[src/zports_params.svh]
/* port codes are the low address byte only, high byte decoded per port
   reset values apply on the asynchronous rst_n */
`ifndef ZPORTS_PARAMS_SVH
`define ZPORTS_PARAMS_SVH

// low-address port codes
`define ZP_FE 8'hFE // keyboard, tape, border, beeper
`define ZP_FD 8'hFD // #7FFD paging, #FFFD/#BFFD AY
`define ZP_F7 8'hF7 // #EFF7 paging
`define ZP_1F 8'h1F // kempston joystick
`define ZP_DF 8'hDF // kempston mouse
`define ZP_77 8'h77 // sd config
`define ZP_57 8'h57 // sd data
`define ZP_BF 8'hBF // shadow and rom write config

// bus widths
`define ZP_DW 8
`define ZP_AW 16

`define ZP_IDLE_BYTE 8'hFF // floating bus

// reset values
`define ZP_P7FFD_RST 8'h00 // bit 4 overridden by rst_rom
`define ZP_PEFF7_RST 8'h00
`define ZP_BORDER_RST 3'd0
`define ZP_SDCS_RST 1'b1 // card deselected

`endif

[src/zports_pkg.sv]
/* common types of the I/O port block
   rd_sel_t is produced by the decoder and consumed by the read mux */
`include "zports_params.svh"

package zports_pkg;

	typedef logic [`ZP_AW-1:0] zaddr_t; // full z80 address
	typedef logic [`ZP_DW-1:0] zbyte_t; // one data byte

	// source of the byte driven on an IN
	typedef enum logic [2:0]
	{
		RS_IDLE  = 3'd0, // #FF
		RS_KEYS  = 3'd1, // #FE
		RS_JOY   = 3'd2, // #1F
		RS_MOUSE = 3'd3, // #DF
		RS_SDCFG = 3'd4, // #77
		RS_SDDAT = 3'd5  // #57
	} rd_sel_t;

endpackage
[src/read_mux.sv]
/* combinational, the byte is only driven when dataout is high
   sd config always reads as card present and writable */
`timescale 1ns/1ps
`include "zports_params.svh"

module read_mux
	import zports_pkg::*;
(
	input  rd_sel_t    rd_sel,
	input  logic [4:0] keys_in,
	input  logic       tape_read,
	input  logic [4:0] kj_in,
	input  zbyte_t     mus_in,
	input  zbyte_t     sd_dataout,
	output zbyte_t     dout
);

	always_comb
	begin
		case (rd_sel)
			RS_KEYS:  dout = {1'b1, tape_read, 1'b0, keys_in}; // ula layout
			RS_JOY:   dout = {3'b000, kj_in};
			RS_MOUSE: dout = mus_in;
			RS_SDCFG: dout = 8'h00;
			RS_SDDAT: dout = sd_dataout; // last spi byte
			default:  dout = `ZP_IDLE_BYTE;
		endcase
	end

endmodule

[config.mk]
export PLATFORM = sky130hd
export DESIGN_NAME = read_mux
export DESIGN_NICKNAME = d
export VERILOG_FILES = /design/src/zports_pkg.sv /design/src/read_mux.sv
export VERILOG_INCLUDE_DIRS = /design/src
export SDC_FILE = /design/constraint.sdc
export NUM_CORES = 1
export LEC_CHECK = 0
export BUFFER_PORTS_ARGS = -buffer_cell sky130_fd_sc_hd__buf_2
export CAP_MARGIN = 10
export CORE_AREA = 2 2 39 41
export DETAILED_ROUTE_END_ITERATION = 7
export DIE_AREA = 0 0 41 43
export GPL_TIMING_DRIVEN = 0
export SLEW_MARGIN = 20
export SYNTH_ARGS = -nofsm -noshare
export SYNTH_HDL_FRONTEND = slang
export SYNTH_SLANG_ARGS = --single-unit
[constraint.sdc]
create_clock -name vclk -period 1.9
set_clock_uncertainty 0.15 [all_clocks]
set_input_delay 0.285 -clock vclk [all_inputs]
set_output_delay 0.285 -clock vclk [all_outputs]
set_load 0.01 [all_outputs]
==> results of run 1 <==
[layout by cell type, fill, tap and decap left out, drive strengths merged]
master  instances
o221ai          4
nor2            3
inv             4
nand2           2
a22oi           3
buf            40
a2111o          2
nor2b           1
a32oi           1
and4            2
o21bai          3
mux2i           1
a21oi           6
a211oi          2
or2             1
and2b           1
nor3            1
nand3           3
[metrics by stage]
| step | area [sq um] | power [mW] | utilization (%) | setup WS (ns) | hold slack [ns] |
|---|---|---|---|---|---|
| global route | 493.0 | 0.1250 | 35.62 | 0.1837 | 0.7343 |
| finish | 493.0 | 0.1120 | 35.62 | 0.2540 | 0.7199 |
| detailed placement | 493.0 | 0.1130 | 35.62 | 0.2493 | 0.7203 |
| CTS | 493.0 | 0.1136 | 35.62 | 0.2438 | 0.7217 |
| floorplan | 292.8 | 0.06154 | - | 0.4269 | 0.5498 |
| global placement | 493.0 | 0.1123 | 35.62 | 0.2554 | 0.7209 |
[per-layer routing]
layer | share of wire (%) | vias to the layer above
met5 | 0 | -
met2 | 48 | 17
met3 | 9.4 | 0
li1 | - | 249
met1 | 43 | 197
met4 | 0 | 0
[final cells by class]
cell class                      instances  area, sq um
Buffer                                  4        32.53
Fill cell                             157        890.9
Inverter                                4        15.01
Multi-Input combinational cell         36        245.2
Tap cell                               16        20.02
Timing Repair Buffer                   36        180.2
[path summary, 6_finish.rpt]
check,to,cells past startpoint
setup / recovery,dout[1],5
hold / removal,dout[2],3
[critical path, cell delays in order]
cell and delay, ns:
buf_2 0.13, inv_2 0.14, nor3_1 0.10, a2111o_1 0.41, buf_2 0.14
[cell families after synthesis]
logic type | synth area share, %
AO/OA/AOI/OAI | 53.42
AND/OR/NAND/NOR | 26.92
multiplexers | 3.419
buffers and inverters | 16.24
[power breakdown]
part	internal [mW]	switching [mW]
Clock	0	0
Sequential	0	0
Combinational	0.0586	0.0534
[cell usage after synthesis]
| cell type | n | area share [%] |
|---|---|---|
| a21oi_1 | 6 | 10 |
| o221ai_1 | 4 | 12 |
| a22oi_1 | 3 | 7.7 |
| inv_1 | 3 | 3.8 |
| nand3_1 | 3 | 5.1 |
| nor2_1 | 3 | 3.8 |
| o21bai_1 | 3 | 7.7 |
| a2111o_1 | 2 | 7.7 |
| a211oi_1 | 2 | 5.1 |
| buf_2 | 2 | 3.4 |
| buf_6 | 2 | 7.7 |
| nand2_1 | 2 | 2.6 |
| a32oi_1 | 1 | 3.0 |
| and2b_1 | 1 | 2.6 |
| and4_1 | 1 | 3.0 |
| and4_4 | 1 | 3.8 |
| inv_2 | 1 | 1.3 |
| mux2i_1 | 1 | 3.4 |
| nor2b_1 | 1 | 2.1 |
| nor3_1 | 1 | 1.7 |
| or2_2 | 1 | 2.1 |
==> results.toml, run 1 <==
[status]
status = "finished, final reports clean"

[drt]
totalWireLength_microns = 990
num_vias = 463
post-route-drc-count = 0
dr.pass1.iters = 1
viasPerCell = 4.823
routedWlPerCell_microns = 10.31
ant_nets = 0
drtIter0Drc = 0

[job]
cap_violations = 0

[critical_path]
critPathKind = "primary input to output pin"
startpoint_type = "primary input"
worst-path-max-fanout = 10
crit_required_ns = 1.46
end_kind = "output pin"
critical_path_arrival_ns = 1.21
crit_path_start = "rd_sel[1]"

[yosys]
synth.avg_cell_area_sq_um = 6.654
synth_cell_types = 21
yosysWarnings = 0
synth_nets = 74
synth-seq-area-share_pct = 0
synth_area_sq_um = 292.8
netlist_instances = 44

[grt]
grt_usage_pct = 10.39
grt_pass1_wl_microns = 1393
overflow = 0
grt_pass1_vias = 381
top_usage_layer = "met2"
antenna_found_initial = 0
grt_util_met1_pct = 12.66
met3_usage_pct = 0
use_met2_pct = 20.00
grt_max_degree = 11

[finish]
drive_gt1_share_pct = 53.75
syn2layout_area_growth_pct = 68.38
nNetsFinal = 112
clkbuf_count = 0
seq_area_sq_um = 0
n_antenna_cell = 0
fin_cells = 96
seq_cell_count = 0

[floorplan]
initial_core_util_pct = 21.16
dieHeight_microns = 43
core_sq_mm = 0.001384
io_pins = 38
die-area_sq_mm = 0.001763
die_x_microns = 41
core.rowCount = 14

[sta]
slew_headroom_pct = 82.89
drv_slew = 0
tns_ns = 0
period_share_pct = 86.63
hold_viol_final = 0
rsz0062_at_grt = "false"
tightest_slew_ns = 0.2547
finalSetupViolations = 0
fmax_ghz = 0.6075
fin_crit_ns = 1.646

[pwr]
leakagePower_nw = 0.2649
vdd_ir_drop_max_uv = 62.65
p_per_area_mw_per_mm2 = 227.3

[clock_network]
post-cts-setup-buffer-count = 0
ctsHoldBuffers = 0
cts-resized-gates = 0

[placement]
place.gp.congestion = 0.6723
place_hpwl_microns = 824.9
place_inst = 96
portBuffers = 36

[hold_path]
min-delay-start = "kj_in[2]"
hold_class = "primary input to output pin"
Power figures use the tool's default switching activity.
==> inputs of run 2 (changes only) <==
PLACE_DENSITY_LB_ADDON = 0.08   (was not set)
clock period = 1.74 ns   (was 1.9 ns; I/O delays follow)
==> results.toml, run 2 (same netlist as run 1, synthesis figures left out) <==
[status]
status = "finished, final reports clean"

[critical_path]
end_kind = "output pin"
path_cells = "buf_2 -> inv_2 -> nor3_1 -> a2111o_1 -> buf_2"
critPathKind = "primary input to output pin"
crit_required_ns = 1.33
worst_path_most_repeated_cell = "buf_2"
startpoint_type = "primary input"
worst-path-max-fanout = 10
crit_path_start = "rd_sel[1]"
cpMaxStageDelayCell = "a2111o_1"
cpPeakStageDelay_ns = 0.41
crit_end = "dout[2]"
critical_path_arrival_ns = 1.19

[grt]
antenna_found_initial = 0
grt_pass1_vias = 387
grt_pass1_wl_microns = 1504
grt_usage_pct = 11.19
grt_max_degree = 11
overflow = 0

[floorplan]
dieHeight_microns = 43
io_pins = 38
die-area_sq_mm = 0.001763
core.rowCount = 14
die_x_microns = 41
initial_core_util_pct = 21.16
core_sq_mm = 0.001384

[pwr]
vdd_ir_drop_max_uv = 67.79
p_per_area_mw_per_mm2 = 248.9
finalPower_mw = 0.1227
leakagePower_nw = 0.2649

[clock_network]
ctsHoldBuffers = 0
cts-resized-gates = 0
post-cts-setup-buffer-count = 0

[sta]
rsz0062_at_grt = "false"
fmax_ghz = 0.6252
setup_slack_ns = 0.1406
slew_headroom_pct = 81.73
tns_ns = 0
finalSetupViolations = 0
tightest_slew_ns = 0.2734
period_share_pct = 91.92
drv_slew = 0
fin_crit_ns = 1.599
hold_viol_final = 0

[placement]
place_hpwl_microns = 849.5
portBuffers = 36
dpl_worst_slack_ns = 0.1417
place.gp.congestion = 0.6033
place_inst = 96

[drt]
dr.pass1.iters = 3
totalWireLength_microns = 1046
num_vias = 469
viasPerCell = 4.885
post-route-drc-count = 0
ant_nets = 0
routedWlPerCell_microns = 10.90
drtIter0Drc = 3

[finish]
nNetsFinal = 112
clkbuf_count = 0
multi_input_area_sq_um = 245.2
drive_gt1_share_pct = 53.75
post-route-util_pct = 35.62
final_common_cell = "buf_2"
n_antenna_cell = 0
fillCellCount = 157
layout_common_cells = "buf_2, a21oi_1, o221ai_1"
seq_area_sq_um = 0
seq_cell_count = 0
syn2layout_area_growth_pct = 68.38
fin_cells = 96

[job]
cap_violations = 0

[hold_path]
hold_class = "primary input to output pin"
whs_path_depth = 3
==> run 2: cell counts in the layout (fill, tap and decap cells not counted) <==
Identical to the previous run, type by type.
==> run 2: through the flow <==
step           hold WS (ns)  instance area, sq um
3_5_place_dp         0.6693                 493.0
6_report             0.6693                 493.0
2_1_floorplan        0.5018                 292.8
4_1_cts              0.6720                 493.0
3_3_place_gp         0.6772                 493.0
5_1_grt              0.6956                 493.0
==> run 2: worst min path at each step <==
stage	slack, ns	startpoint	to
2_1_floorplan	0.50	mus_in[7]	dout[7]
3_3_place_gp	0.68	kj_in[1]	dout[1]
3_5_place_dp	0.67	kj_in[1]	dout[1]
4_1_cts	0.67	kj_in[1]	dout[1]
5_1_grt	0.70	kj_in[2]	dout[2]
6_report	0.67	kj_in[1]	dout[1]
==> run 2: layer usage <==
layer  track usage (%)  part of all wire [%]
met2             20.31                    43
met4                 0                     0
met1             14.56                    47
met5                 0                     0
met3            0.5236                   9.2
==> run 2: worst max-delay path, delay by kind of cell <==
family | cells | cell delay [ns]
buffers and inverters | 3 | 0.42
AOI/OAI and AO/OA | 1 | 0.41
and+or+nand+nor | 1 | 0.09
==> run 2: cell type report <==
| cell class | instances | share of cell area, % |
|---|---|---|
| Inverter | 4 | 3.046 |
| Multi-Input combinational cell | 36 | 49.75 |
| Buffer | 4 | 6.599 |
| Tap cell | 16 | 4.061 |
| Timing Repair Buffer | 36 | 36.55 |
==> run 2: power by group <==
group	internal [mW]	leakage, nW	switching, mW
logic	0.0640	0.265	0.0587
registers	0	0	0
clock network	0	0	0
