==> config.mk <==
export PLATFORM = sky130hd
export DESIGN_NAME = ula_sd_regs
export DESIGN_NICKNAME = d
export VERILOG_FILES = /design/src/zports_pkg.sv /design/src/ula_sd_regs.sv
export VERILOG_INCLUDE_DIRS = /design/src
export SDC_FILE = /design/constraint.sdc
export NUM_CORES = 1
export LEC_CHECK = 0
export ABC_AREA = 1
export BUFFER_PORTS_ARGS = -buffer_cell sky130_fd_sc_hd__clkbuf_2
export CORE_AREA = 2 2 39 41
export CTS_CLUSTER_SIZE = 20
export DETAILED_ROUTE_END_ITERATION = 12
export DIE_AREA = 0 0 41 43
export SLEW_MARGIN = 20
export SYNTH_ARGS = -nofsm -noshare
export SYNTH_HDL_FRONTEND = slang
export SYNTH_SLANG_ARGS = --single-unit
==> constraint.sdc <==
create_clock -name zclk -period 0.86 [get_ports zclk]
set_input_delay 0.043 -clock zclk [delete_from_list [all_inputs] [get_ports zclk]]
set_output_delay 0.043 -clock zclk [all_outputs]
set_load 0.01 [all_outputs]
==> src/zports_params.svh <==
/* port codes are the low address byte only, high byte decoded per port
   reset values apply on the asynchronous rst_n */
`ifndef ZPORTS_PARAMS_SVH
`define ZPORTS_PARAMS_SVH

// low-address port codes
`define ZP_FE 8'hFE // keyboard, tape, border, beeper
`define ZP_FD 8'hFD // #7FFD paging, #FFFD/#BFFD AY
`define ZP_F7 8'hF7 // #EFF7 paging
`define ZP_1F 8'h1F // kempston joystick
`define ZP_DF 8'hDF // kempston mouse
`define ZP_77 8'h77 // sd config
`define ZP_57 8'h57 // sd data
`define ZP_BF 8'hBF // shadow and rom write config

// bus widths
`define ZP_DW 8
`define ZP_AW 16

`define ZP_IDLE_BYTE 8'hFF // floating bus

// reset values
`define ZP_P7FFD_RST 8'h00 // bit 4 overridden by rst_rom
`define ZP_PEFF7_RST 8'h00
`define ZP_BORDER_RST 3'd0
`define ZP_SDCS_RST 1'b1 // card deselected

`endif

==> src/zports_pkg.sv <==
/* common types of the I/O port block
   rd_sel_t is produced by the decoder and consumed by the read mux */
`include "zports_params.svh"

package zports_pkg;

	typedef logic [`ZP_AW-1:0] zaddr_t; // full z80 address
	typedef logic [`ZP_DW-1:0] zbyte_t; // one data byte

	// source of the byte driven on an IN
	typedef enum logic [2:0]
	{
		RS_IDLE  = 3'd0, // #FF
		RS_KEYS  = 3'd1, // #FE
		RS_JOY   = 3'd2, // #1F
		RS_MOUSE = 3'd3, // #DF
		RS_SDCFG = 3'd4, // #77
		RS_SDDAT = 3'd5  // #57
	} rd_sel_t;

endpackage
==> src/ula_sd_regs.sv <==
/* sd_start is one zclk wide, the SPI side must run on zclk
   ay and sd data outputs follow the bus with no register */
`timescale 1ns/1ps
`include "zports_params.svh"

module ula_sd_regs
	import zports_pkg::*;
(
	input  logic       zclk,
	input  logic       rst_n,
	input  zbyte_t     din,
	input  logic       fe_wr,
	input  logic       sdcfg_wr,
	input  logic       sddat_go,
	input  logic       ay_pre_bc1,
	input  logic       ay_pre_bdir,
	input  logic       iorq_n,
	input  logic       rd_n,
	input  logic       wr_n,
	output logic [2:0] border,
	output logic       beep,
	output logic       sdcs_n,
	output logic       sd_start,
	output logic       ay_bc1,
	output logic       ay_bdir,
	output zbyte_t     sd_datain
);

	always_ff @(posedge zclk or negedge rst_n)
	begin
		if (!rst_n)
		begin
			border   <= `ZP_BORDER_RST;
			beep     <= 1'b0;
			sdcs_n   <= `ZP_SDCS_RST;
			sd_start <= 1'b0;
		end
		else
		begin
			if (fe_wr)
			begin
				border <= din[2:0];
				beep   <= din[4] ^ din[3]; // speaker and tape out share one pin
			end
			if (sdcfg_wr)
				sdcs_n <= din[1];
			sd_start <= sddat_go; // one pulse per access
		end
	end

	assign sd_datain = wr_n ? `ZP_IDLE_BYTE : din; // reads shift out #FF

	assign ay_bc1  = ay_pre_bc1 & ~iorq_n & (~rd_n | ~wr_n);
	assign ay_bdir = ay_pre_bdir & ~iorq_n & ~wr_n;

endmodule

==> results.ini, run 1 <==
[drt]
wl_per_cell_um = 8.93
drt_iter0_markers = 2
ant_nets = 0
viasPerCell = 4.11
drcViolationCount = 0
firstDrtPassIters = 4
drt-total-wl_um = 848
vias = 390

[clock_network]
cts_buffers = 3
cts_tree = yes
cts_setup_buffers = 0
clkTransAtPathRegs_ns = 0.05
clockRootBuffer = clkbuf_4
insertion_delay_ns = 0.24
cts.htree.levels = 1
clock_path_buffers = 2
cts.sinks = 6

[timing]
rsz0062_at_grt = yes
tightestPinTransition_ns = 0.162
final-setup-viol-count = 1
hold_viol_final = 0
relSlewSlack_pct = 89.2
fin_crit_ns = 0.910
holdWs_ns = 0.0153
timing.final.ws_setup_ns = -0.0497
maxClockFrequency_mhz = 1100
clock_skew_ns = 0
drv_slew = 0
fin_crit_sh_pct = 106
timing.setup.tns_ns = -0.0497

[finish]
area_growth_pct = 83.5
fin_nets = 98
n_antenna_cell = 0
final_area_um2 = 544
layout-drive-gt1-share_pct = 46.8
final_util_pct = 39.3
final_cells = 95

[placed_design]
port-buffer-count = 33
dpl-instance-area_um2 = 482
dp_slack_ns = 0.103
dp_cells = 88
gp_congestion = 0.658
hpwl_um = 723

[worst_setup_path]
path_max_fanout = 2
rrSetupSlack_ns = 0.08
cpPeakStageDelay_ns = 0.53
critPathBufInv = 1
crit_slowest_cell = dfstp_2
path_cells = buf_6
endpoint_kind = output pin
crit_arrival_ns = 0.87
worst-setup-path-type = flip-flop to output pin
crit_required_ns = 0.82
crit_family = flip-flops
startpoint_type = flip-flop

[outcome]
status = complete, but fails checks
violations = setup timing

[floorplan]
die_x_um = 41
die_h_um = 43
coreArea_um2 = 1380
initial_core_util_pct = 21.4
row_count = 14
floorplan.die_area_um2 = 1760
pin_count = 34

[pwr]
p_comb_share_pct = 23.6
ir_worst_vdd_mv = 0.814
p_int_mw = 0.581
p_per_area_nw_per_um2 = 1450
clockPowerShare_pct = 35.4
switching_power_mw = 0.210
p_leak_nw = 0.328
power_mw = 0.791
power_frac_seq_pct = 41.0
switching_share_pct = 26.5

[global_routing]
grt_max_degree = 10
grt_pass1_vias = 341
grt_usage_pct = 11.0
antenna_found_initial = 0
grt_pass1_wl_um = 1300
grt-ovfl-total = 0

[synth]
synth_cell_types = 9
synth_edf_count = 0
synth_warnings = 0
synthCells = 39
async_flop_share_pct = 100
yosys_register_bits = 6
yosysMostFrequentCell = nand2_1
synth_top_area_share_pct = 42.2
synthTopCellsByArea = dfrtp_1, nand2_1, or2_1
synthTopCellsByCount = nand2_1, or2_1, dfrtp_1, inv_1
syn_area_um2 = 297
syn_avg_cell_area_um2 = 7.60
synth-main-ff-cell = dfrtp_1
synth_fp_nets = 57
synth_area_leader_cell = dfrtp_1
synth_seq_area_share_pct = 51.1

[flow_run]
maxCapViolCount = 0

[min_path]
hold_class = primary input to flip-flop

worst paths after layout:
| path | from | end | cells after the start |
|---|---|---|---|
| max | sdcs_n | sdcs_n | 1 |
| max in group asynchronous | rst_n | sdcs_n | 2 |
| max reg2reg | sdcs_n | sdcs_n | 2 |
| min reg2reg | border[1] | border[1] | 2 |
| min | din[0] | border[0] | 3 |
| min in group asynchronous | rst_n | border[2] | 2 |
cells by family (layout without fill, tap and decap cells):
kind of cell | after synthesis | count (layout) | synth area share (%)
AOI/OAI and AO/OA | 1 | 1 | 1.69
DFF | 6 | 6 | 51.1
buffers and inverters | 5 | 45 | 6.33
and+or+nand+nor | 27 | 27 | 40.9
state kept, by name, summed over array words and instances (netlist names):
register / cells
sd_start: 1
border: 3
sdcs_n: 1
beep: 1
layout make-up:
| cell class | instances | area [um2] |
|---|---|---|
| Fill cell | 152 | 840 |
| Multi-Input combinational cell | 28 | 126 |
| Clock buffer | 4 | 26.3 |
| Timing Repair Buffer | 36 | 201 |
| Tap cell | 16 | 20.0 |
| Sequential cell | 6 | 151 |
| Inverter | 5 | 18.8 |
metal layers:
metal  global-route usage, %  wire [um]
met1                    10.4        309
met2                    18.4        481
met3                    7.85         57
met4                    2.00          0
met5                       0          0
cell usage in the layout (no fill, tap or decap):
master,instances
clkbuf_2,32
nand2_1,18
or2_1,6
inv_1,5
dfrtp_1,5
clkbuf_4,3
dlygate4sd3_1,3
nor2_1,1
nor3b_1,1
nand3_1,1
o21ai_0,1
clkbuf_1,1
buf_6,1
dfstp_2,1
power by group through the flow:
stage / combinational, mW / sequential [mW] / clock, mW
detailed placement: 0.175 / 0.328 / 0
CTS: 0.186 / 0.323 / 0.295
finish: 0.186 / 0.324 / 0.280
global placement: 0.171 / 0.326 / 0
floorplan: 0.0578 / 0.338 / 0
global route: 0.211 / 0.329 / 0.316
repair_timing:
item                       CTS  global route
pin swaps                    0             0
setup endpoints to repair    1             1
hold buffers                 3             0
hold endpoints to repair     8             0
gates resized for setup      0             2
No activity file was read; power rests on OpenSTA's default activity.
==> run 2: changes to the inputs <==
--- a/config.mk
+++ b/config.mk
@@ -7,8 +7,9 @@
 export NUM_CORES = 1
 export LEC_CHECK = 0
 export ABC_AREA = 1
-export BUFFER_PORTS_ARGS = -buffer_cell sky130_fd_sc_hd__clkbuf_2
+export BUFFER_PORTS_ARGS = -buffer_cell sky130_fd_sc_hd__buf_2
 export CORE_AREA = 2 2 39 41
+export CTS_CLUSTER_DIAMETER = 50
 export CTS_CLUSTER_SIZE = 20
 export DETAILED_ROUTE_END_ITERATION = 12
 export DIE_AREA = 0 0 41 43
==> results.ini, run 2 (synthesized netlist as in run 1, its figures left out) <==
[timing]
holdWs_ns = 0.00707
fin_crit_ns = 0.911
relSlewSlack_pct = 90.6
fin_crit_sh_pct = 106
final-setup-viol-count = 1
rsz0062_at_grt = yes
drv_slew = 0
timing.final.ws_setup_ns = -0.0506
tightestPinTransition_ns = 0.139
hold_viol_final = 0
maxClockFrequency_mhz = 1100
clock_skew_ns = 0
timing.setup.tns_ns = -0.0506

[finish]
top_register = border
fin_nets = 98
layout-drive-gt1-share_pct = 46.8
layout_commonest_cell = buf_2
final_area_um2 = 544
final_cells = 95
final_util_pct = 39.3
n_antenna_cell = 0
largest_reg_flops = 3
layout.cells.most_common_list = buf_2, nand2_1, or2_1
area_growth_pct = 83.5

[drt]
drt_iter0_markers = 4
firstDrtPassIters = 2
drt-total-wl_um = 811
wl_per_cell_um = 8.54
drcViolationCount = 0
vias = 375
viasPerCell = 3.95
ant_nets = 0

[global_routing]
antenna_found_initial = 0
gr-usage-met2_pct = 16.3
grt_use_met1_pct = 10.5
grt-ovfl-total = 0
grt_pass1_wl_um = 1190
use_met3_pct = 9.42
grt_pass1_vias = 313
top_usage_layer = met2
grt_max_degree = 10
grt_usage_pct = 10.3

[clock_network]
cts_tree = yes
cts.htree.levels = 1
cts.sinks = 6
clkTransAtPathRegs_ns = 0.05
insertion_delay_ns = 0.25
clock_path_buffers = 2
cts_buffers = 3
clockRootBuffer = clkbuf_4

[worst_setup_path]
crit_family = flip-flops
worst-setup-path-type = flip-flop to output pin
critPathBufInv = 1
endpoint_kind = output pin
crit_slowest_cell = dfstp_2
startpoint_type = flip-flop
path_max_fanout = 2
crit_required_ns = 0.82
crit_arrival_ns = 0.87
path_cells = buf_6
cpPeakStageDelay_ns = 0.53

[outcome]
status = complete, but fails checks
violations = setup timing

[floorplan]
row_count = 14
initial_core_util_pct = 21.4
die_h_um = 43
floorplan.die_area_um2 = 1760
coreArea_um2 = 1380
pin_count = 34
die_x_um = 41

[min_path]
hold_class = primary input to flip-flop

[placed_design]
gp_congestion = 0.674
dp_cells = 88
dpl-instance-area_um2 = 482
hpwl_um = 684
port-buffer-count = 33

[pwr]
p_leak_nw = 0.319
p_per_area_nw_per_um2 = 1460
ir_worst_vdd_mv = 0.802

[flow_run]
maxCapViolCount = 0

run 2: power by group:
part / total, mW / switching, mW / leakage [nW] / internal, mW
combinational: 0.186 / 0.0908 / 0.233 / 0.0950
sequential: 0.322 / 0.0113 / 0.0707 / 0.310
clock: 0.285 / 0.109 / 0.0150 / 0.176
run 2: per-layer routing:
metal,wire length (um),vias up,part of all wire (%)
met5,0,-,0
met4,0,0,0
met3,74,0,9.1
met2,423,14,52
met1,313,166,39
li1,-,195,-
run 2: cell type report:
type                            instances  area, um2
Fill cell                             164        840
Inverter                                5       18.8
Multi-Input combinational cell         28        126
Tap cell                               16       20.0
Clock buffer                            4       26.3
Timing Repair Buffer                   36        201
Sequential cell                         6        151
run 2: worst paths after layout:
| check | start | endpoint | slack, ns | cells after the start |
|---|---|---|---|---|
| max | sdcs_n | sdcs_n | -0.05 | 1 |
| max in group asynchronous | rst_n | sdcs_n | 0.48 | 2 |
| min | din[0] | border[0] | 0.007 | 3 |
| max reg2reg | sdcs_n | sdcs_n | 0.09 | 2 |
| min in group asynchronous | rst_n | border[2] | 0.15 | 2 |
| min reg2reg | border[1] | border[1] | 0.47 | 2 |
run 2: per-stage QoR:
| step | power, mW | setup slack, ns |
|---|---|---|
| after floorplan | 0.396 | 0.0922 |
| after global placement | 0.496 | 0.114 |
| after detailed placement | 0.500 | 0.104 |
| after CTS | 0.811 | -0.0626 |
| after global routing | 0.858 | -0.0816 |
| final | 0.793 | -0.0506 |
run 2: repair_timing:
action / in CTS / in global routing
setup buffers: 0 / 0
setup endpoints to repair: 1 / 1
hold buffers: 3 / 0
resized for setup: 1 / 0
endpoints found under the hold margin: 8 / 0
