File: src/zports_params.svh
/* port codes are the low address byte only, high byte decoded per port
   reset values apply on the asynchronous rst_n */
`ifndef ZPORTS_PARAMS_SVH
`define ZPORTS_PARAMS_SVH

// low-address port codes
`define ZP_FE 8'hFE // keyboard, tape, border, beeper
`define ZP_FD 8'hFD // #7FFD paging, #FFFD/#BFFD AY
`define ZP_F7 8'hF7 // #EFF7 paging
`define ZP_1F 8'h1F // kempston joystick
`define ZP_DF 8'hDF // kempston mouse
`define ZP_77 8'h77 // sd config
`define ZP_57 8'h57 // sd data
`define ZP_BF 8'hBF // shadow and rom write config

// bus widths
`define ZP_DW 8
`define ZP_AW 16

`define ZP_IDLE_BYTE 8'hFF // floating bus

// reset values
`define ZP_P7FFD_RST 8'h00 // bit 4 overridden by rst_rom
`define ZP_PEFF7_RST 8'h00
`define ZP_BORDER_RST 3'd0
`define ZP_SDCS_RST 1'b1 // card deselected

`endif

File: src/zports_pkg.sv
/* common types of the I/O port block
   rd_sel_t is produced by the decoder and consumed by the read mux */
`include "zports_params.svh"

package zports_pkg;

	typedef logic [`ZP_AW-1:0] zaddr_t; // full z80 address
	typedef logic [`ZP_DW-1:0] zbyte_t; // one data byte

	// source of the byte driven on an IN
	typedef enum logic [2:0]
	{
		RS_IDLE  = 3'd0, // #FF
		RS_KEYS  = 3'd1, // #FE
		RS_JOY   = 3'd2, // #1F
		RS_MOUSE = 3'd3, // #DF
		RS_SDCFG = 3'd4, // #77
		RS_SDDAT = 3'd5  // #57
	} rd_sel_t;

endpackage
File: src/port_decode.sv
/* purely combinational, all address and shadow decode lives here
   #7FFD block rule is applied later in the paging registers */
`timescale 1ns/1ps
`include "zports_params.svh"

module port_decode
	import zports_pkg::*;
(
	input  zaddr_t  a,
	input  logic    port_wr,
	input  logic    port_rd,
	input  logic    iorq_n,
	input  logic    rd_n,
	input  logic    shadow,
	output logic    porthit,
	output logic    dataout,
	output logic    fe_wr,
	output logic    p7ffd_wr,
	output logic    eff7_wr,
	output logic    bf_wr,
	output logic    sdcfg_wr,
	output logic    sddat_go,
	output logic    ay_pre_bc1,
	output logic    ay_pre_bdir,
	output rd_sel_t rd_sel
);

	logic [7:0] loa; // low address byte
	logic       ay_ext; // #FFFD, data comes from the AY

	assign loa = a[7:0];
	assign ay_ext = (loa == `ZP_FD) && (a[15:14] == 2'b11);

	//////////////////////
	// port hit and bus drive
	always_comb
	begin
		case (loa)
			`ZP_FE, `ZP_FD, `ZP_DF, `ZP_57, `ZP_BF: porthit = 1'b1;
			`ZP_1F, `ZP_F7, `ZP_77:                 porthit = ~shadow; // hidden in dos
			default:                                porthit = 1'b0;
		endcase
	end

	assign dataout = porthit & ~iorq_n & ~rd_n & ~ay_ext;

	//////////////////////
	// write enables
	assign fe_wr    = port_wr & (loa == `ZP_FE);
	assign p7ffd_wr = port_wr & (loa == `ZP_FD) & ~a[15];
	assign eff7_wr  = port_wr & (loa == `ZP_F7) & ~shadow & ~a[12];
	assign bf_wr    = port_wr & (loa == `ZP_BF);

	// #57 doubles as config in dos when a15 set
	assign sdcfg_wr = port_wr & (((loa == `ZP_77) & ~shadow) |
	                             ((loa == `ZP_57) & shadow & a[15]));
	assign sddat_go = (loa == `ZP_57) & (port_rd | (port_wr & (~shadow | ~a[15])));

	// AY select, #FFFD address latch, #BFFD data write
	always_comb
	begin
		ay_pre_bc1  = 1'b0;
		ay_pre_bdir = 1'b0;
		if (loa == `ZP_FD)
		begin
			if (a[15:14] == 2'b11)
			begin
				ay_pre_bc1  = 1'b1;
				ay_pre_bdir = 1'b1;
			end
			else if (a[15:14] == 2'b10)
				ay_pre_bdir = 1'b1;
		end
	end

	// read source by low address only, dataout qualifies it
	always_comb
	begin
		case (loa)
			`ZP_FE:  rd_sel = RS_KEYS;
			`ZP_1F:  rd_sel = RS_JOY;
			`ZP_DF:  rd_sel = RS_MOUSE;
			`ZP_77:  rd_sel = RS_SDCFG;
			`ZP_57:  rd_sel = RS_SDDAT;
			default: rd_sel = RS_IDLE;
		endcase
	end

endmodule

File: config.mk
export PLATFORM = sky130hd
export DESIGN_NAME = port_decode
export DESIGN_NICKNAME = d
export VERILOG_FILES = /design/src/zports_pkg.sv /design/src/port_decode.sv
export VERILOG_INCLUDE_DIRS = /design/src
export SDC_FILE = /design/constraint.sdc
export NUM_CORES = 1
export LEC_CHECK = 0
export BUFFER_PORTS_ARGS = -buffer_cell sky130_fd_sc_hd__buf_4
export CAP_MARGIN = 40
export CORE_AREA = 2 2 39 41
export DETAILED_ROUTE_END_ITERATION = 7
export DIE_AREA = 0 0 41 43
export PLACE_DENSITY = 0.59
export SYNTH_ARGS = -nofsm -noshare
export SYNTH_HDL_FRONTEND = slang
export SYNTH_SLANG_ARGS = --single-unit
File: constraint.sdc
create_clock -name vclk -period 1.45
set_clock_uncertainty 0.05 [all_clocks]
set_input_delay 0.29 -clock vclk [all_inputs]
set_output_delay 0.29 -clock vclk [all_outputs]
set_load 0.01 [all_outputs]
==> results of run 1 <==
[power groups by stage]
stage               combinational, mW  sequential [mW]  clock (mW)
floorplan                      0.0365                0           0
global placement                0.113                0           0
detailed placement              0.114                0           0
finish                          0.197                0           0
CTS                             0.163                0           0
global route                    0.207                0           0
[layout by cell type, fill, tap and decap left out, drive strengths merged, types with 2 or more instances in the layout]
master  count
o22ai       2
buf        53
nor4        3
nor3b       2
and2        2
nand3       2
inv         3
nand2b      3
xor2        2
nand4       2
and3        2
nand2       5
nor3        2
a21oi       2
[layer usage]
layer	GRT usage	vias to the layer above	wire, um
met5	0	-	0
met4	0.0200	0	14
met3	0.0157	2	77
met2	0.313	17	901
met1	0.197	240	521
li1	-	259	-
[worst max-delay path by stage]
stage          cells after the start  from  slack (ns)  endpoint
3_5_place_dp                       6  a[5]       -0.36   dataout
2_1_floorplan                      5  a[7]       -0.08   dataout
5_1_grt                            6  a[7]       -0.32   dataout
4_1_cts                            6  a[3]       -0.28   dataout
6_report                           6  a[3]       -0.25   dataout
3_3_place_gp                       6  a[5]       -0.34   dataout
[through the flow]
| stage | TNS [ns] | util | hold slack [ns] | instances | setup WS [ns] |
|---|---|---|---|---|---|
| floorplan | -0.0805 | - | 0.551 | 41 | -0.0805 |
| global placement | -2.13 | 0.467 | 0.778 | 100 | -0.341 |
| detailed placement | -2.06 | 0.467 | 0.779 | 100 | -0.360 |
| CTS | -1.18 | 0.626 | 0.779 | 105 | -0.283 |
| global route | -1.91 | 0.706 | 0.785 | 109 | -0.321 |
| finish | -1.29 | 0.706 | 0.777 | 109 | -0.252 |
[cell families (layout without fill, tap and decap cells)]
family,after synthesis,count (layout),share of synthesized area
and+or+nand+nor,28,28,0.677
AOI/OAI and AO/OA,7,7,0.198
buffers and inverters,4,56,0.0599
xor gates and xnor gates,2,2,0.0645
[repair_timing]
item	in CTS	in global routing
setup endpoints to repair	12	12
buffers inserted	5	4
pin swaps	17	7
resized for setup	39	16
[area by class of cell]
cell class / instances / share of cell area
inverters: 3 / 0.0115
repair buffers: 53 / 0.543
well taps: 16 / 0.0205
multi-input cells: 37 / 0.425
==> key figures, run 1 <==
Status
  • Status: complete, but fails checks
  • Failing checks: negative setup slack

Worst hold path
  • WHS Path Cells: 3
  • Worst Hold End: dataout
  • HP Start: iorq_n
  • Min-Delay Path Class: primary input to primary output

Floorplan
  • Die height: 43 um
  • Die ar.: 1760 um^2
  • IO Pins: 34
  • Die width: between 40 and 50 um
  • Core area: 1380 um^2
  • Row count: 14
  • Starting Density: 0.196

Placed design
  • GPL Wtd Cong: about 0.76
  • Post-DP Area: about 650 um^2
  • Port buffer count: 29
  • HPWL after DPL: 902 um

Critical path
  • Slowest-stage cell, CP: a2111oi_4
  • Setup crit start kind: primary input
  • Critical path class: primary input to primary output
  • CP endpoint kind: primary output
  • Arr. time, crit path: 1.36 ns
  • Crit path required time: 1.11 ns
  • Worst-path fanout max: 6
  • CP delay by family, top: compound AO/OA/AOI/OAI gates
  • Crit-path max cell delay: 0.34 ns
  • Critical-path cell list: buf_12 > nand3_4 > nor4_4 > a21oi_2 > a2111oi_4 > buf_4
  • Worst path bufs/invs: 2

Synth
  • Share of the synthesized area in the top cell type: 0.0783
  • Commonest cells in the netlist: nand2_1 (5), inv_1 (3), nand2b_1 (3)
  • Synthesized area per cell: approximately 6.6 um^2
  • Post-Syn Area: between 200 and 300 um^2
  • Unique masters post-synth: 26
  • Largest cells by area after synthesis: nor4_4 (7.8%), nand2_1 (6.9%), nand2b_1 (6.9%)
  • Register area share after synthesis: 0
  • Ys Warns: 0
  • Cells after synthesis: 41
  • Most common cell in the netlist: nand2_1
  • Mapped Nets: 62
  • Largest area contributor in the netlist: nor4_4

Layout
  • Area added between synthesis and finish: 260%
  • Final #Nets: 116
  • Fin area: ~980 um^2
  • Flip-flop and latch area: 0 um^2
  • Multi-input logic area: a little over 400 um^2
  • Number of sequential cells: 0
  • Fillers: 93
  • Layout cell share with drive strength beyond 1: 0.828
  • # diodes: 0
  • Clk_buf instances: 0

GRT
  • Vias in the first global route: 473
  • Largest net degree at the start of global routing: 8
  • All-layer global routing usage: 0.168
  • Initial antenna violation count: 0
  • Overflow after GRT: 0
  • First-pass GRT wire length: 2.08 mm

Run
  • Max-cap violation count: 0

Pwr
  • Leak: 0.452 nW
  • Seq pwr share: 0
  • Peak supply drop: 0.102 mV
  • Combinational share of power: 1.000
  • Switching Share: 0.401
  • Clock power frac: 0
  • Total power: 0.197 mW
  • Int Pwr: 0.118 mW
  • Pwr Density: 201 nW/um^2
  • Switching power: 0.0789 mW

STA
  • Fmax: slightly below 600 MHz
  • Final cycle utilization of the critical path: 1.17
  • Max-slew violation count: 0
  • RSZ-0062 raised after global routing: yes
  • Final Hold Fails: 0
  • Worst slew margin: 0.827
  • Final period demand of the worst path: around 1.7 ns
  • Endpoints failing setup: 12
  • Worst slew pin tran: 0.257 ns
  • Final worst slack: -0.252 ns

Routing
  • DRT Pass-1 Iters: 2
  • DR vias: 518
  • # DRC: 0
  • DR WL/cell: approximately 14 um
  • Final ANT Viol Nets: 0
  • Initial drt markers: 1
  • DRT Wirelength: 1.52 mm
  • Vias per Instance: 4.75

Clock network
  • CTS Hold Bufs: 0
Note: power is estimated with default switching activity, not from simulation.
==> run 2: changes to the inputs <==
==> constraint.sdc (replaced) <==
create_clock -name vclk -period 1.45
set_clock_uncertainty 0.05 [all_clocks]
set_input_delay 0.2175 -clock vclk [all_inputs]
set_output_delay 0.2175 -clock vclk [all_outputs]
set_load 0.01 [all_outputs]
==> run 2 against run 1 <==
Against the previous run:
- the run still ends with negative setup slack left
- critical path depth did not move
- core utilization fell by 18 points
- combinational power fell by 31%
- count of clock-buffer cells in the layout did not move
- die area did not move
- flip-flop and latch count did not move
- largest cell class is now multi-input gates
- fmax rose by 5.7%
- design area fell by 26%
- routed wire length fell by 27%
- first-iteration DRC count rose to 7.0 times the previous value
- worst hold slack got worse by 0.14 ns
==> key figures, run 2 (synthesis gave the netlist of run 1 again) <==
GRT
  • Initial antenna violation count: 0 (unchanged)
  • Met2 usage in global routing: 0.194 (-0.119)
  • GRT met3 Usage: 0 (-0.0157)
  • All-layer global routing usage: 0.120 (-0.0481)
  • Met1 Use GR: 0.184 (-0.0133)
  • Largest net degree at the start of global routing: 8 (unchanged)
  • Vias in the first global route: 400 (-15%)
  • Overflow after GRT: 0 (unchanged)
  • First-pass GRT wire length: 1.58 mm (-24%)
  • GRT Max-Usage Layer: met2

STA
  • Worst slew margin: 0.794 (-0.0332)
  • Final cycle utilization of the critical path: 1.11 (-0.0629)
  • Max-slew violation count: 0 (unchanged)
  • Final worst slack: -0.161 ns (+0.0912 ns)
  • RSZ-0062 raised after global routing: yes
  • WHS: 0.635 ns (-0.143 ns)
  • Endpoints failing setup: 5 (-7)
  • Final period demand of the worst path: 1.61 ns (-0.0912 ns)
  • Worst slew pin tran: 0.305 ns (+0.0475 ns)
  • Final Hold Fails: 0 (unchanged)
  • Fmax: 621 MHz (+5.7%)

Critical path
  • Slowest-stage cell, CP: a2111oi_4
  • Arr. time, crit path: 1.34 ns (-0.02 ns)
  • CP delay by family, top: compound AO/OA/AOI/OAI gates
  • Crit. Startpoint: a[5]
  • CP endpoint kind: primary output
  • Critical path class: primary input to primary output
  • Worst path bufs/invs: 2 (unchanged)
  • Crit. path cell count: 6 (unchanged)
  • Worst-path fanout max: 7 (+1)
  • Crit-path max cell delay: 0.34 ns (about the same)
  • Critical path destination: dataout
  • Crit path required time: 1.18 ns (+0.07 ns)
  • Setup crit start kind: primary input
  • Critical-path cell list: buf_12 > or2b_1 > o22ai_2 > o21bai_2 > a2111oi_4 > buf_4

Floorplan
  • Die width: 41 um (unchanged)
  • Core area: 1380 um^2 (unchanged)
  • Row count: 14 (unchanged)
  • Die height: 43 um (unchanged)
  • IO Pins: 34 (unchanged)
  • Starting Density: 0.196 (unchanged)
  • Die ar.: 1760 um^2 (unchanged)

Routing
  • # DRC: 0 (unchanged)
  • Vias per Instance: 4.84 (+1.9%)
  • DR WL/cell: 11.6 um (-17%)
  • Final ANT Viol Nets: 0 (unchanged)
  • DR vias: 465 (-10%)
  • DRT Pass-1 Iters: 4 (+2)
  • Initial drt markers: 7 (+6)
  • DRT Wirelength: 1.11 mm (-27%)

Layout
  • Commonest non-fill, non-tap cell in the layout: buf_4
  • Flip-flop and latch area: 0 um^2 (unchanged)
  • Multi-input logic area: 352 um^2 (-15%)
  • Number of sequential cells: 0 (unchanged)
  • Most frequent cells in the layout: buf_4 (35), inv_1 (3), nand2_1 (3)
  • Clk_buf instances: 0 (unchanged)
  • Layout cell share with drive strength beyond 1: 0.713 (-0.115)
  • # diodes: 0 (unchanged)
  • Fillers: 144 (+55%)
  • Final #Nets: 103 (-11%)
  • Area added between synthesis and finish: 168%

Status
  • Status: complete, but fails checks
  • Failing checks: negative setup slack

Run
  • Max-cap violation count: 0 (unchanged)

Clock network
  • CTS Hold Bufs: 0 (unchanged)

Pwr
  • Pwr Density: 186 nW/um^2 (-7.6%)
  • Peak supply drop: 0.0741 mV (-28%)
  • Leak: 0.332 nW (-27%)
  • Total power: 0.135 mW (-31%)

Placed design
  • GPL Wtd Cong: 0.698 (-8.5%)
  • HPWL after DPL: 793 um (-12%)
  • Port buffer count: 29 (unchanged)

Worst hold path
  • WHS Path Cells: 3 (unchanged)
  • Min-Delay Path Class: primary input to primary output
  • HP Start: iorq_n
## run 2: changes by cell type in the layout (fill, tap and decap cells not counted), moves of 2 or more
cell     change
buf_12       -2
nand2_4      -2
buf_4        +4
buf_6       -13
nand2_2      +2
buf_8        -2
## run 2: cell type report
class / count / area share
repair buffers: 40 / 0.473
multi-input cells: 37 / 0.484
inverters: 3 / 0.0155
well taps: 16 / 0.0275
## run 2: worst min-delay path by stage
stage,to
final,dataout
after CTS,dataout
after global placement,dataout
after detailed placement,dataout
after global routing,dataout
after floorplan,dataout
## run 2: stage by stage
stage	setup WS, ns	cells	instance area (um^2)	util	setup TNS (ns)
floorplan	0.0169	41	284	-	0
global placement	-0.203	93	577	0.417	-0.354
detailed placement	-0.209	93	577	0.417	-0.396
CTS	-0.185	94	627	0.453	-0.291
global route	-0.230	96	727	0.525	-0.824
finish	-0.161	96	727	0.525	-0.391
## run 2: where the power goes
part           switching (mW)  internal, mW
combinational          0.0595        0.0757
sequential                  0             0
clock                       0             0
## run 2: per-layer routing
layer	up-vias	wire length [um]	part of all wire
met5	-	0	0
met4	0	0	0
met3	0	53	0.048
met2	12	612	0.55
met1	219	444	0.40
li1	234	-	-
## run 2: repair_timing
item	4_1_cts	5_1_grt
cloned	0	0
hold endpoints to repair	0	0
gates resized for setup	9	18
pin swaps	5	7
buffers inserted	1	2
setup endpoints to repair	5	10
==> run 3: changes to the inputs <==
Settings changed: CORE_AREA 2 2 39 41 to 5 5 42 44, DIE_AREA 0 0 41 43 to 0 0 47 49, SETUP_SLACK_MARGIN set to 0.3.
==> run 3 against run 2 <==
Against the previous run:
- the flow still finishes with violations (negative setup slack)
- via count is 17% higher
- critical path type unchanged
- count of clock-buffer cells in the layout unchanged
- critical path depth increased by 1
- sequential share of layout area stayed put
- first-iteration DRC count is 43% lower
- worst setup slack improved by 0.061 ns
- non-clock buffer count up 12
==> key figures, run 3 (synthesis gave the netlist of run 1 again) <==
STA
  • Endpoints failing setup: 4 (-1)
  • Final period demand of the worst path: 1.55 ns (-0.0609 ns)
  • Final Hold Fails: 0 (unchanged)
  • Fmax: 645 MHz (+3.9%)
  • RSZ-0062 raised after global routing: yes
  • Final cycle utilization of the critical path: 1.07 (-0.0420)
  • Worst slew margin: 0.831 (+0.0374)
  • Worst slew pin tran: 0.251 ns (-0.0537 ns)
  • Final worst slack: -0.100 ns (+0.0609 ns)
  • Max-slew violation count: 0 (unchanged)

Layout
  • Flip-flop and latch area: 0 um^2 (unchanged)
  • Fin area: 998 um^2 (+37%)
  • Number of sequential cells: 0 (unchanged)
  • Final Util: 0.713 (+0.187)
  • # diodes: 0 (unchanged)
  • Clk_buf instances: 0 (unchanged)
  • Area added between synthesis and finish: 268%
  • Layout cell share with drive strength beyond 1: 0.880 (+0.168)
  • Post-route non-filler standard cell count: 108 (+13%)
  • Multi-input logic area: 445 um^2 (+27%)
  • Final #Nets: 115 (+12%)
  • Fillers: 107 (-26%)
  • Most frequent cells in the layout: buf_4 (28), buf_6 (17), buf_8 (4)
  • Commonest non-fill, non-tap cell in the layout: buf_4

Floorplan
  • Starting Density: 0.194 (-0.00245)
  • Die width: 47 um (+15%)
  • IO Pins: 34 (unchanged)
  • Row count: 14 (unchanged)
  • Core area: 1400 um^2 (+1.3%)
  • Die ar.: 2300 um^2 (+31%)
  • Die height: 49 um (+14%)

Critical path
  • Worst-path fanout max: 4 (-3)
  • Setup crit start kind: primary input
  • Arr. time, crit path: 1.28 ns (-0.06 ns)
  • CP endpoint kind: primary output
  • Slowest-stage cell, CP: a2111oi_4
  • Worst path bufs/invs: 3 (+1)
  • Critical-path cell list: buf_12 > buf_6 > nand2b_4 > o22ai_2 > o21bai_2 > a2111oi_4 > buf_4
  • Crit-path max cell delay: 0.28 ns (-0.06 ns)
  • CP delay by family, top: compound AO/OA/AOI/OAI gates
  • Critical path class: primary input to primary output
  • Crit path required time: 1.18 ns (about the same)

Pwr
  • Pwr Density: 200 nW/um^2 (+7.4%)
  • Peak supply drop: 0.129 mV (+74%)
  • Total power: 0.199 mW (+47%)
  • Leak: 0.453 nW (+36%)

Status
  • Failing checks: negative setup slack
  • Status: complete, but fails checks

GRT
  • Initial antenna violation count: 0 (unchanged)
  • All-layer global routing usage: 0.133 (+0.0135)
  • First-pass GRT wire length: 2.44 mm (+54%)
  • Vias in the first global route: 564 (+41%)
  • Overflow after GRT: 0 (unchanged)
  • Largest net degree at the start of global routing: 8 (unchanged)

Routing
  • Final ANT Viol Nets: 0 (unchanged)
  • DRT Pass-1 Iters: 4 (unchanged)
  • Initial drt markers: 4 (-3)
  • DRT Wirelength: 1.53 mm (+38%)
  • DR vias: 542 (+17%)
  • Vias per Instance: 5.02 (+3.6%)
  • DR WL/cell: 14.1 um (+22%)
  • # DRC: 0 (unchanged)

Placed design
  • Port buffer count: 29 (unchanged)
  • Post-DP Area: 659 um^2 (+14%)
  • Dpl cells: 98 (+5.4%)
  • HPWL after DPL: 1.03 mm (+30%)
  • GPL Wtd Cong: 0.652 (-6.6%)

Worst hold path
  • Worst Hold End: dataout
  • Min-Delay Path Class: primary input to primary output
  • WHS Path Cells: 3 (unchanged)
  • HP Start: iorq_n

Run
  • Max-cap violation count: 0 (unchanged)

Clock network
  • CTS Hold Bufs: 0 (unchanged)
[run 3: repair_timing]
action,CTS,global route
hold endpoints to repair,0,0
pin swaps,20,14
gates resized for setup,45,13
endpoints found under the setup margin,13,13
setup buffers,7,3
[run 3: area by class of cell]
type,count,share of cell area
Inverter,3,0.0113
Tap cell,16,0.0201
Multi-Input combinational cell,37,0.446
Timing Repair Buffer,52,0.523
[run 3: worst max-delay path by stage]
stage,startpoint,to,slack (ns),cells after the start
after floorplan,a[7],dataout,0.06,5
after global placement,a[5],dataout,-0.18,6
after detailed placement,a[5],dataout,-0.21,6
after CTS,a[3],dataout,-0.14,6
after global routing,a[6],dataout,-0.17,6
final,a[3],dataout,-0.10,7
[run 3: layer usage]
layer  part of all wire  routed length [um]  track usage  up-vias
li1                   -                   -            -      262
met1               0.34                 524        0.150      262
met2               0.59                 896        0.267       16
met3              0.054                  82       0.0111        2
met4              0.016                  25            0        0
met5                  0                   0            0        -
[run 3: where the power goes]
group	internal [mW]	leakage, nW	switching [mW]
registers	0	0	0
clock network	0	0	0
logic	0.118	0.453	0.0818
[run 3: per-stage QoR]
stage | hold slack [ns] | setup TNS, ns | worst slack (ns)
detailed placement | 0.635 | -0.314 | -0.206
global route | 0.644 | -0.478 | -0.171
global placement | 0.633 | -0.257 | -0.184
CTS | 0.635 | -0.247 | -0.141
finish | 0.633 | -0.192 | -0.100
floorplan | 0.406 | 0 | 0.0645
[run 3: worst min-delay path, cell delays in order]
cell and delay [ns]:
buf_4 0.09, a2111oi_4 0.03, buf_4 0.13
